<file path="src/hw/bch_pkg.sv">
package bch_pkg;

    // ------------------------------------------------------------
    // code and frame sizes
    // ------------------------------------------------------------
    localparam int BCH_N      = 15;              // codeword length
    localparam int BCH_K      = 5;               // message length
    localparam int BCH_T      = 3;               // correctable bits
    localparam int BCH_R      = BCH_N - BCH_K;   // parity bits
    localparam int FRAME_BITS = 30;
    localparam int RAW_BITS   = 8;

    localparam logic [BCH_R:0] BCH_GEN = 11'b10100110111;

    // injector prng
    localparam logic [15:0] LFSR_SEED = 16'hace1;
    localparam logic [15:0] LFSR_TAPS = 16'hb400; // x^16+x^14+x^13+x^11+1

    // flow control
    localparam int IN_CREDITS  = 1;
    localparam int OUT_CREDITS = 2;

    typedef logic [7:0]            data_t;
    typedef logic [3:0]            nibble_t;
    typedef logic [BCH_K-1:0]      msg_t;
    typedef logic [BCH_N-1:0]      codeword_t;
    typedef logic [FRAME_BITS-1:0] frame_bits_t;
    typedef logic [3:0]            err_count_t;
    typedef logic [2:0]            corr_count_t;   // saturates at 7
    typedef logic [3:0]            dist_t;
    typedef logic [$clog2(OUT_CREDITS+1)-1:0] out_credit_t;

    typedef enum logic [1:0] {INJ_IDLE, INJ_LOAD, INJ_FLIP, INJ_HOLD} inj_state_t;
    typedef enum logic [1:0] {DEC_IDLE, DEC_SEARCH, DEC_HOLD} dec_state_t;

    // one step of the polynomial division, message bit msb first
    function automatic logic [BCH_R-1:0] bch_step(logic [BCH_R-1:0] rem, logic din);
        logic fb;
        fb = rem[BCH_R-1] ^ din;
        return {rem[BCH_R-2:0], 1'b0} ^ ({BCH_R{fb}} & BCH_GEN[BCH_R-1:0]);
    endfunction

    // whole systematic codeword in one go, used by the decoder search
    function automatic codeword_t bch_encode(msg_t m);
        logic [BCH_R-1:0] rem;
        rem = '0;
        for (int i = BCH_K - 1; i >= 0; i--) begin
            rem = bch_step(rem, m[i]);
        end
        return {m, rem};
    endfunction

endpackage
</file>
<file path="src/hw/bch_channel_top.sv">
`timescale 1ns/1ps

module bch_channel_top (
    input  logic                clk,
    input  logic                rst,
    input  logic                in_valid,
    input  bch_pkg::data_t      in_data,
    input  logic                in_bch_en,
    input  bch_pkg::err_count_t in_err_count,
    output logic                in_credit,
    output logic                out_valid,
    output bch_pkg::data_t      out_data,
    output logic                out_bch_en,
    output bch_pkg::err_count_t out_corr_total,
    input  logic                out_credit
);
    import bch_pkg::*;

    // encoder stage
    nibble_t     in_hi;
    nibble_t     in_lo;
    logic        enc_start;
    logic        enc_ack;
    logic        enc_hi_busy;
    logic        enc_lo_busy;
    logic        enc_hi_done;
    logic        enc_lo_done;
    logic        enc_busy;
    logic        enc_done;
    codeword_t   cw_hi;
    codeword_t   cw_lo;
    data_t       enc_raw;
    logic        enc_bch_en;
    err_count_t  enc_err;

    // injector stage
    logic        inj_start;
    logic        inj_ack;
    logic        inj_busy;
    logic        inj_done;
    frame_bits_t inj_frame_in;
    frame_bits_t inj_frame_out;
    logic        inj_bch_en;

    // decoder stage
    logic        dec_start;
    logic        dec_ack;
    logic        dec_hi_busy;
    logic        dec_lo_busy;
    logic        dec_hi_done;
    logic        dec_lo_done;
    logic        dec_busy;
    logic        dec_done;
    msg_t        dec_hi_msg;
    msg_t        dec_lo_msg;
    corr_count_t corr_hi;
    corr_count_t corr_lo;
    nibble_t     dec_hi_nib;
    nibble_t     dec_lo_nib;
    logic        dec_bch_en;
    data_t       dec_raw;

    // output side
    out_credit_t out_cnt;
    logic        out_go;

    //------------------------------------------------------------
    // stage handoffs, each ack rides on the next stage's start
    //------------------------------------------------------------
    assign in_hi     = in_data[7:4];
    assign in_lo     = in_data[3:0];
    assign enc_busy  = enc_hi_busy | enc_lo_busy;
    assign enc_done  = enc_hi_done & enc_lo_done;
    assign enc_start = in_valid && !enc_busy;

    assign inj_start = enc_done && !inj_busy;
    assign enc_ack   = inj_start;
    assign inj_frame_in = enc_bch_en ? {cw_hi, cw_lo} : frame_bits_t'(enc_raw);   // raw byte in 7..0

    assign dec_busy  = dec_hi_busy | dec_lo_busy;
    assign dec_done  = dec_hi_done & dec_lo_done;
    assign dec_start = inj_done && !dec_busy;
    assign inj_ack   = dec_start;

    assign out_go    = dec_done && (out_cnt != '0);
    assign dec_ack   = out_go;

    assign dec_hi_nib = dec_hi_msg[3:0];
    assign dec_lo_nib = dec_lo_msg[3:0];

    bch_encoder u_enc_hi (
        .clk      (clk),
        .rst      (rst),
        .start    (enc_start),
        .msg      (msg_t'(in_hi)),
        .busy     (enc_hi_busy),
        .done     (enc_hi_done),
        .ack      (enc_ack),
        .codeword (cw_hi)
    );

    bch_encoder u_enc_lo (
        .clk      (clk),
        .rst      (rst),
        .start    (enc_start),
        .msg      (msg_t'(in_lo)),
        .busy     (enc_lo_busy),
        .done     (enc_lo_done),
        .ack      (enc_ack),
        .codeword (cw_lo)
    );

    error_injector u_inj (
        .clk       (clk),
        .rst       (rst),
        .start     (inj_start),
        .frame_in  (inj_frame_in),
        .bch_en    (enc_bch_en),
        .err_count (enc_err),
        .busy      (inj_busy),
        .done      (inj_done),
        .ack       (inj_ack),
        .frame_out (inj_frame_out)
    );

    bch_decoder u_dec_hi (
        .clk        (clk),
        .rst        (rst),
        .start      (dec_start),
        .bypass     (!inj_bch_en),
        .received   (inj_frame_out[FRAME_BITS-1:BCH_N]),
        .busy       (dec_hi_busy),
        .done       (dec_hi_done),
        .ack        (dec_ack),
        .msg        (dec_hi_msg),
        .corr_count (corr_hi)
    );

    bch_decoder u_dec_lo (
        .clk        (clk),
        .rst        (rst),
        .start      (dec_start),
        .bypass     (!inj_bch_en),
        .received   (inj_frame_out[BCH_N-1:0]),
        .busy       (dec_lo_busy),
        .done       (dec_lo_done),
        .ack        (dec_ack),
        .msg        (dec_lo_msg),
        .corr_count (corr_lo)
    );

    //------------------------------------------------------------
    // credits
    //------------------------------------------------------------
    always_ff @(posedge clk or posedge rst) begin
        if (rst) begin
            in_credit <= 1'b0;
            out_valid <= 1'b0;
            out_cnt   <= out_credit_t'(OUT_CREDITS);
        end else begin
            in_credit <= inj_start;   // encoder slot frees next cycle
            out_valid <= out_go;
            case ({out_go, out_credit})
                2'b10:   out_cnt <= out_cnt - 1'b1;
                2'b01:   out_cnt <= out_cnt + 1'b1;
                default: out_cnt <= out_cnt;   // none, or spent and returned together
            endcase
        end
    end

    // per-frame fields follow their frame down the pipe
    always_ff @(posedge clk) begin
        if (enc_start) begin
            enc_raw    <= in_data;
            enc_bch_en <= in_bch_en;
            enc_err    <= in_err_count;
        end
        if (inj_start) begin
            inj_bch_en <= enc_bch_en;
        end
        if (dec_start) begin
            dec_bch_en <= inj_bch_en;
            dec_raw    <= inj_frame_out[RAW_BITS-1:0];
        end
        if (out_go) begin
            out_bch_en     <= dec_bch_en;
            out_data       <= dec_bch_en ? {dec_hi_nib, dec_lo_nib} : dec_raw;
            out_corr_total <= err_count_t'(corr_hi) + err_count_t'(corr_lo);   // 0 in bypass
        end
    end

endmodule

</file>
<file path="src/hw/bch_decoder.sv">
`timescale 1ns/1ps

module bch_decoder (
    input  logic                 clk,
    input  logic                 rst,
    input  logic                 start,
    input  logic                 bypass,
    input  bch_pkg::codeword_t   received,
    output logic                 busy,
    output logic                 done,
    input  logic                 ack,
    output bch_pkg::msg_t        msg,
    output bch_pkg::corr_count_t corr_count
);
    import bch_pkg::*;

    dec_state_t state;
    msg_t       cand;        // next candidate message
    codeword_t  rx_r;
    msg_t       best_msg;
    dist_t      best_dist;
    codeword_t  rx_cur;
    msg_t       cand_cur;
    dist_t      dist_cur;
    logic       take;

    assign take = (state == DEC_IDLE) && start;

    // candidate 0 is scored on the start cycle from the port
    assign rx_cur   = (state == DEC_IDLE) ? received : rx_r;
    assign cand_cur = (state == DEC_IDLE) ? msg_t'(0) : cand;
    assign dist_cur = dist_t'($countones(bch_encode(cand_cur) ^ rx_cur));

    always_ff @(posedge clk or posedge rst) begin
        if (rst) begin
            state <= DEC_IDLE;
            cand  <= '0;
        end else begin
            case (state)
                DEC_IDLE: begin
                    if (start) begin
                        state <= bypass ? DEC_HOLD : DEC_SEARCH;
                        cand  <= msg_t'(1);
                    end
                end
                DEC_SEARCH: begin
                    cand <= cand + msg_t'(1);
                    if (cand == '1) begin
                        state <= DEC_HOLD;   // all 32 seen
                    end
                end
                DEC_HOLD: begin
                    if (ack) begin
                        state <= DEC_IDLE;
                    end
                end
                default: state <= DEC_IDLE;
            endcase
        end
    end

    // best so far, strict compare keeps the first of a tie
    always_ff @(posedge clk) begin
        if (take) begin
            rx_r      <= received;
            best_msg  <= '0;
            best_dist <= bypass ? dist_t'(0) : dist_cur;
        end else if (state == DEC_SEARCH && dist_cur < best_dist) begin
            best_msg  <= cand;
            best_dist <= dist_cur;
        end
    end

    assign busy       = (state != DEC_IDLE);
    assign done       = (state == DEC_HOLD);
    assign msg        = best_msg;
    assign corr_count = (best_dist > dist_t'(7)) ? corr_count_t'(7) : best_dist[2:0];

endmodule

</file>
<file path="src/hw/error_injector.sv">
`timescale 1ns/1ps

module error_injector (
    input  logic                 clk,
    input  logic                 rst,
    input  logic                 start,
    input  bch_pkg::frame_bits_t frame_in,
    input  logic                 bch_en,
    input  bch_pkg::err_count_t  err_count,
    output logic                 busy,
    output logic                 done,
    input  logic                 ack,
    output bch_pkg::frame_bits_t frame_out
);
    import bch_pkg::*;

    inj_state_t  state;
    logic [15:0] lfsr;
    frame_bits_t frame_r;
    frame_bits_t used;        // positions already flipped
    frame_bits_t flip_mask;
    logic [31:0] used_ext;
    logic        bch_en_r;
    err_count_t  err_r;
    err_count_t  flip_cnt;
    err_count_t  target;
    logic [4:0]  idx;
    logic        in_range;
    logic        accept;

    //------------------------------------------------------------
    // index draw and acceptance
    //------------------------------------------------------------
    assign idx       = lfsr[4:0];
    assign used_ext  = {2'b11, used};   // 30 and 31 never valid
    assign in_range  = bch_en_r ? (idx < 5'(FRAME_BITS)) : (idx < 5'(RAW_BITS));
    assign accept    = in_range && !used_ext[idx];
    assign flip_mask = frame_bits_t'(32'd1 << idx);

    // raw byte has only eight bits to hit
    assign target = (!bch_en_r && err_r > err_count_t'(RAW_BITS)) ?
                    err_count_t'(RAW_BITS) : err_r;

    always_ff @(posedge clk or posedge rst) begin
        if (rst) begin
            state    <= INJ_IDLE;
            lfsr     <= LFSR_SEED;
            flip_cnt <= '0;
        end else begin
            lfsr <= {1'b0, lfsr[15:1]} ^ (lfsr[0] ? LFSR_TAPS : 16'h0000);   // free running
            case (state)
                INJ_IDLE: begin
                    if (start) begin
                        state <= INJ_LOAD;
                    end
                end
                INJ_LOAD: begin
                    flip_cnt <= '0;
                    state    <= (target == '0) ? INJ_HOLD : INJ_FLIP;
                end
                INJ_FLIP: begin
                    if (accept) begin
                        flip_cnt <= flip_cnt + 4'd1;
                        if (flip_cnt + 4'd1 == target) begin
                            state <= INJ_HOLD;
                        end
                    end
                end
                INJ_HOLD: begin
                    if (ack) begin
                        state <= INJ_IDLE;
                    end
                end
                default: state <= INJ_IDLE;
            endcase
        end
    end

    //------------------------------------------------------------
    // frame and mask
    //------------------------------------------------------------
    always_ff @(posedge clk) begin
        if (state == INJ_IDLE && start) begin
            frame_r  <= frame_in;
            bch_en_r <= bch_en;
            err_r    <= err_count;
        end
        if (state == INJ_LOAD) begin
            used <= '0;
        end else if (state == INJ_FLIP && accept) begin
            frame_r <= frame_r ^ flip_mask;
            used    <= used | flip_mask;
        end
    end

    assign busy      = (state != INJ_IDLE);
    assign done      = (state == INJ_HOLD);
    assign frame_out = frame_r;

endmodule

</file>
<file path="src/hw/bch_encoder.sv">
`timescale 1ns/1ps

module bch_encoder (
    input  logic               clk,
    input  logic               rst,
    input  logic               start,
    input  bch_pkg::msg_t      msg,
    output logic               busy,
    output logic               done,
    input  logic               ack,
    output bch_pkg::codeword_t codeword
);
    import bch_pkg::*;

    msg_t             msg_r;
    logic [BCH_R-1:0] rem;
    logic [2:0]       bit_cnt;   // index of the next message bit, from the top
    logic             running;
    logic             in_bit;
    logic             take;

    assign take = start && !busy;

    // first bit comes straight from the port on the start cycle
    assign in_bit = running ? msg_r[BCH_K - 1 - bit_cnt] : msg[BCH_K-1];

    always_ff @(posedge clk or posedge rst) begin
        if (rst) begin
            running <= 1'b0;
            done    <= 1'b0;
            bit_cnt <= '0;
        end else begin
            if (take) begin
                running <= 1'b1;
                bit_cnt <= 3'd1;
            end else if (running) begin
                bit_cnt <= bit_cnt + 3'd1;
                if (bit_cnt == 3'(BCH_K - 1)) begin
                    running <= 1'b0;   // last bit shifted in this cycle
                    done    <= 1'b1;
                end
            end else if (done && ack) begin
                done <= 1'b0;
            end
        end
    end

    // remainder register
    always_ff @(posedge clk) begin
        if (take) begin
            msg_r <= msg;
            rem   <= bch_step('0, in_bit);
        end else if (running) begin
            rem <= bch_step(rem, in_bit);
        end
    end

    assign busy     = running | done;
    assign codeword = {msg_r, rem};   // message above parity

endmodule

</file>
<file path="config.mk">
export PLATFORM = sky130hd
export DESIGN_NAME = bch_channel_top
export DESIGN_NICKNAME = d
export VERILOG_FILES = /design/src/hw/bch_pkg.sv /design/src/hw/bch_channel_top.sv /design/src/hw/bch_decoder.sv /design/src/hw/error_injector.sv /design/src/hw/bch_encoder.sv
export SDC_FILE = /design/constraint.sdc
export NUM_CORES = 1
export LEC_CHECK = 0
export CAP_MARGIN = 20
export CORE_UTILIZATION = 25
export CTS_BUF_LIST = sky130_fd_sc_hd__clkbuf_2 sky130_fd_sc_hd__clkbuf_4 sky130_fd_sc_hd__clkbuf_8
export DETAILED_ROUTE_END_ITERATION = 6
export DONT_BUFFER_PORTS = 1
export PLACE_DENSITY_LB_ADDON = 0.1
export SLEW_MARGIN = 20
export SYNTH_ARGS = -nofsm -noshare
export SYNTH_HDL_FRONTEND = slang
export SYNTH_SLANG_ARGS = --single-unit
export TNS_END_PERCENT = 10
</file>
<file path="constraint.sdc">
create_clock -name clk -period 7.85 [get_ports clk]
set_clock_uncertainty 0.15 [all_clocks]
set_input_delay 0.785 -clock clk [delete_from_list [all_inputs] [get_ports clk]]
set_output_delay 0.785 -clock clk [all_outputs]
set_load 0.01 [all_outputs]
</file>
==> metrics.cfg <==
[clock_network]
cts_num_sinks = 224
post_cts_buffers = 0
cts-htree-levels = 2
cts_max_path_buffers = 3
clk_latency_ns = 0.61
cts_tree = done
cts_root_buf = clkbuf_8
clkTransAtPathRegs_ns = 0.06
cts_resized = 0
cts_buffers = 45
hold_buffers = 0

[setup_path]
path_max_fanout = 11
end_kind = register
start_kind = register
slowest_stage = a211oi_1
critical_path.most_common_cell = fa_1
crit_type = register to register
max_stage_delay_ns = 0.79
cp_num_buf_inv = 2
critical_path_arrival_ns = 6.22
cp.required_ns = 7.99
crit_chain = nor2_1 > nor2_1 > xor2_1 > ha_1 > inv_1 > fa_1 > inv_1 > fa_1 > fa_1 > ha_1 > fa_1 > ha_1 > a21o_1 > a21o_1 > a211oi_1 > or2_2
crit_family = adder cells

[timing]
rsz0062_at_grt = false
fmax_ghz = 0.165
tns_ns = 0
slew_headroom = 0.333
hold_viol_final = 0
setup_viol = 0
maxSlewViolCount = 0
post-route-period-util = 0.774
tightest_slew_ns = 0.997
period_needed_ns = 6.08

[synthesis]
synth_ff_type = edfxtp_1
synth-seq-area-share = 0.514
async_flop_share = 0.223
synthTopCellsByArea = edfxtp_1 26%, dfxtp_1 14%, dfrtp_1 9.2%
ys_types = 65
syn_avg_cell_area_sq_um = 10.7
synth.most_common_cell = edfxtp_1
netlist_area_sq_mm = 0.0112
synth_cells = 1038
synth_seq_cells = 224
synth_nets = 1121
netlist.area_leader.share = 0.264
synthTopCellsByCount = 98 x edfxtp_1, 85 x inv_1, 81 x nor2_1, 80 x a21oi_1, 76 x dfxtp_1
synth_edf_count = 98
ys_warn_count = 0
yosysTopAreaCell = edfxtp_1

[place]
numPortBuffers = 0
hpwl_um = 20500
gp_congestion = 0.760

[die]
io_pins = 32
rows = 77
fp.dieH_um = 213
dieArea_sq_mm = 0.0455
die_w_um = 213
initial_core_util = 0.253
core_area_sq_mm = 0.0441

[grt]
grt_overflow = 0
grt_usage = 0.135
grt_max_degree = 51
grt_pass1_wl_um = 45700
antenna_found_initial = 0
grt_pass1_vias = 7428

[status]
status = complete, no violations

[finish]
drive_above_1_share = 0.116
nNetsFinal = 1122
area_growth_pct = 13.4

[route]
vias_per_cell = 4.39
drt_iter0_markers = 312
drt_pass1_iterations = 4
vias = 7322
drc = 0
drtAntennaViolNets = 0
routedWlPerCell_um = 17.5
drt-total-wl_um = 29200

[hold_path]
hold_path_class = input port to register

[job]
max_cap_violations = 0

## final timing paths
check / startpoint / to / slack [ns] / cells after the start
setup / recovery: u_dec_lo.state[1]$_DFFE_PP0P_ / u_dec_lo.best_dist[1]$_DFFE_PP_ / 1.77 / 16
hold / removal: in_err_count[1] / enc_err[1]$_DFFE_PP_ / 0.12 / 0
setup reg to reg: u_dec_lo.state[1]$_DFFE_PP0P_ / u_dec_lo.best_dist[1]$_DFFE_PP_ / 1.77 / 16
hold reg to reg: u_inj.lfsr[9]$_DFF_PP0_ / u_inj.lfsr[8]$_DFF_PP0_ / 0.19 / 0
max in group asynchronous: rst / u_dec_lo.state[0]$_DFFE_PP0P_ / 6.88 / 2
min in group asynchronous: rst / u_inj.lfsr[12]$_DFF_PP0_ / 0.15 / 2
## per-stage QoR
step / hold slack (ns) / area [sq um] / setup slack (ns) / cells / util
after floorplan: 0.181 / 11200 / 2.11 / 1038 / -
after global placement: 0.184 / 11700 / 1.77 / 1584 / 0.266
after detailed placement: 0.186 / 11700 / 1.69 / 1584 / 0.266
after CTS: 0.0568 / 12600 / 1.69 / 1667 / 0.287
after global routing: 0.0700 / 12600 / 1.35 / 1667 / 0.287
final: 0.122 / 12600 / 1.77 / 1668 / 0.287
## kinds of logic after synthesis
group                      Yosys count  synth area share
buffers and inverters              141            0.0505
muxes                               37            0.0378
xor gates and xnor gates            91            0.0715
AOI/OAI and AO/OA                  235             0.130
DFF                                224             0.514
and+or+nand+nor                    244             0.108
adders and majority gates           66            0.0882
## cells in the final DEF, fill, tap and decap left out, types with 9 or more instances in the layout
master     n
clkbuf_4  18
nor2b_1   26
nand2b_1  14
mux2i_1   23
xnor2_1   59
o21ai_0   54
clkinv_1  10
a211oi_1  14
nor2_1    81
mux2_2    11
edfxtp_1  98
fa_1      21
dfxtp_1   76
or2_2      9
dfrtp_1   41
inv_1     84
nand2_1   59
a21oi_1   80
nand3_1   17
a311oi_1  17
dfstp_2    9
o22ai_1   30
xor2_1    32
clkbuf_8  51
ha_1      45
## registers in the layout, summed over array words and instances (netlist names), 5 cells and up
| signal | flops |
|---|---|
| u_inj.frame_out | 30 |
| u_enc_lo.rem | 10 |
| dec_raw | 8 |
| u_enc_hi.rem | 10 |
| u_dec_lo.cand | 5 |
| out_data | 8 |
| u_inj.lfsr | 16 |
| u_inj.used | 30 |
| u_dec_hi.rx_r | 15 |
| u_dec_hi.cand | 5 |
| enc_raw | 8 |
| u_dec_lo.rx_r | 15 |
## metal layers
| metal | vias to the layer above | track usage | wire, um |
|---|---|---|---|
| met2 | 126 | 0.205 | 12900 |
| li1 | 3653 | - | - |
| met5 | - | 0 | 0 |
| met1 | 3491 | 0.187 | 14400 |
| met3 | 52 | 0.0312 | 1240 |
| met4 | 0 | 0.0441 | 705 |
## area by class of cell
| class | instances | area [sq um] |
|---|---|---|
| clock buffer | 69 | 837 |
| clock inverter | 14 | 91.3 |
| fill | 4715 | 31500 |
| timing repair buffer | 7 | 52.6 |
| tap | 592 | 741 |
| antenna | 1 | 2.50 |
| multi-input combinational | 673 | 4870 |
| inverter | 88 | 330 |
| sequential | 224 | 5730 |
Power is not shown: default switching activity piles up to over one toggle a cycle in this logic, so the estimate is an artifact.
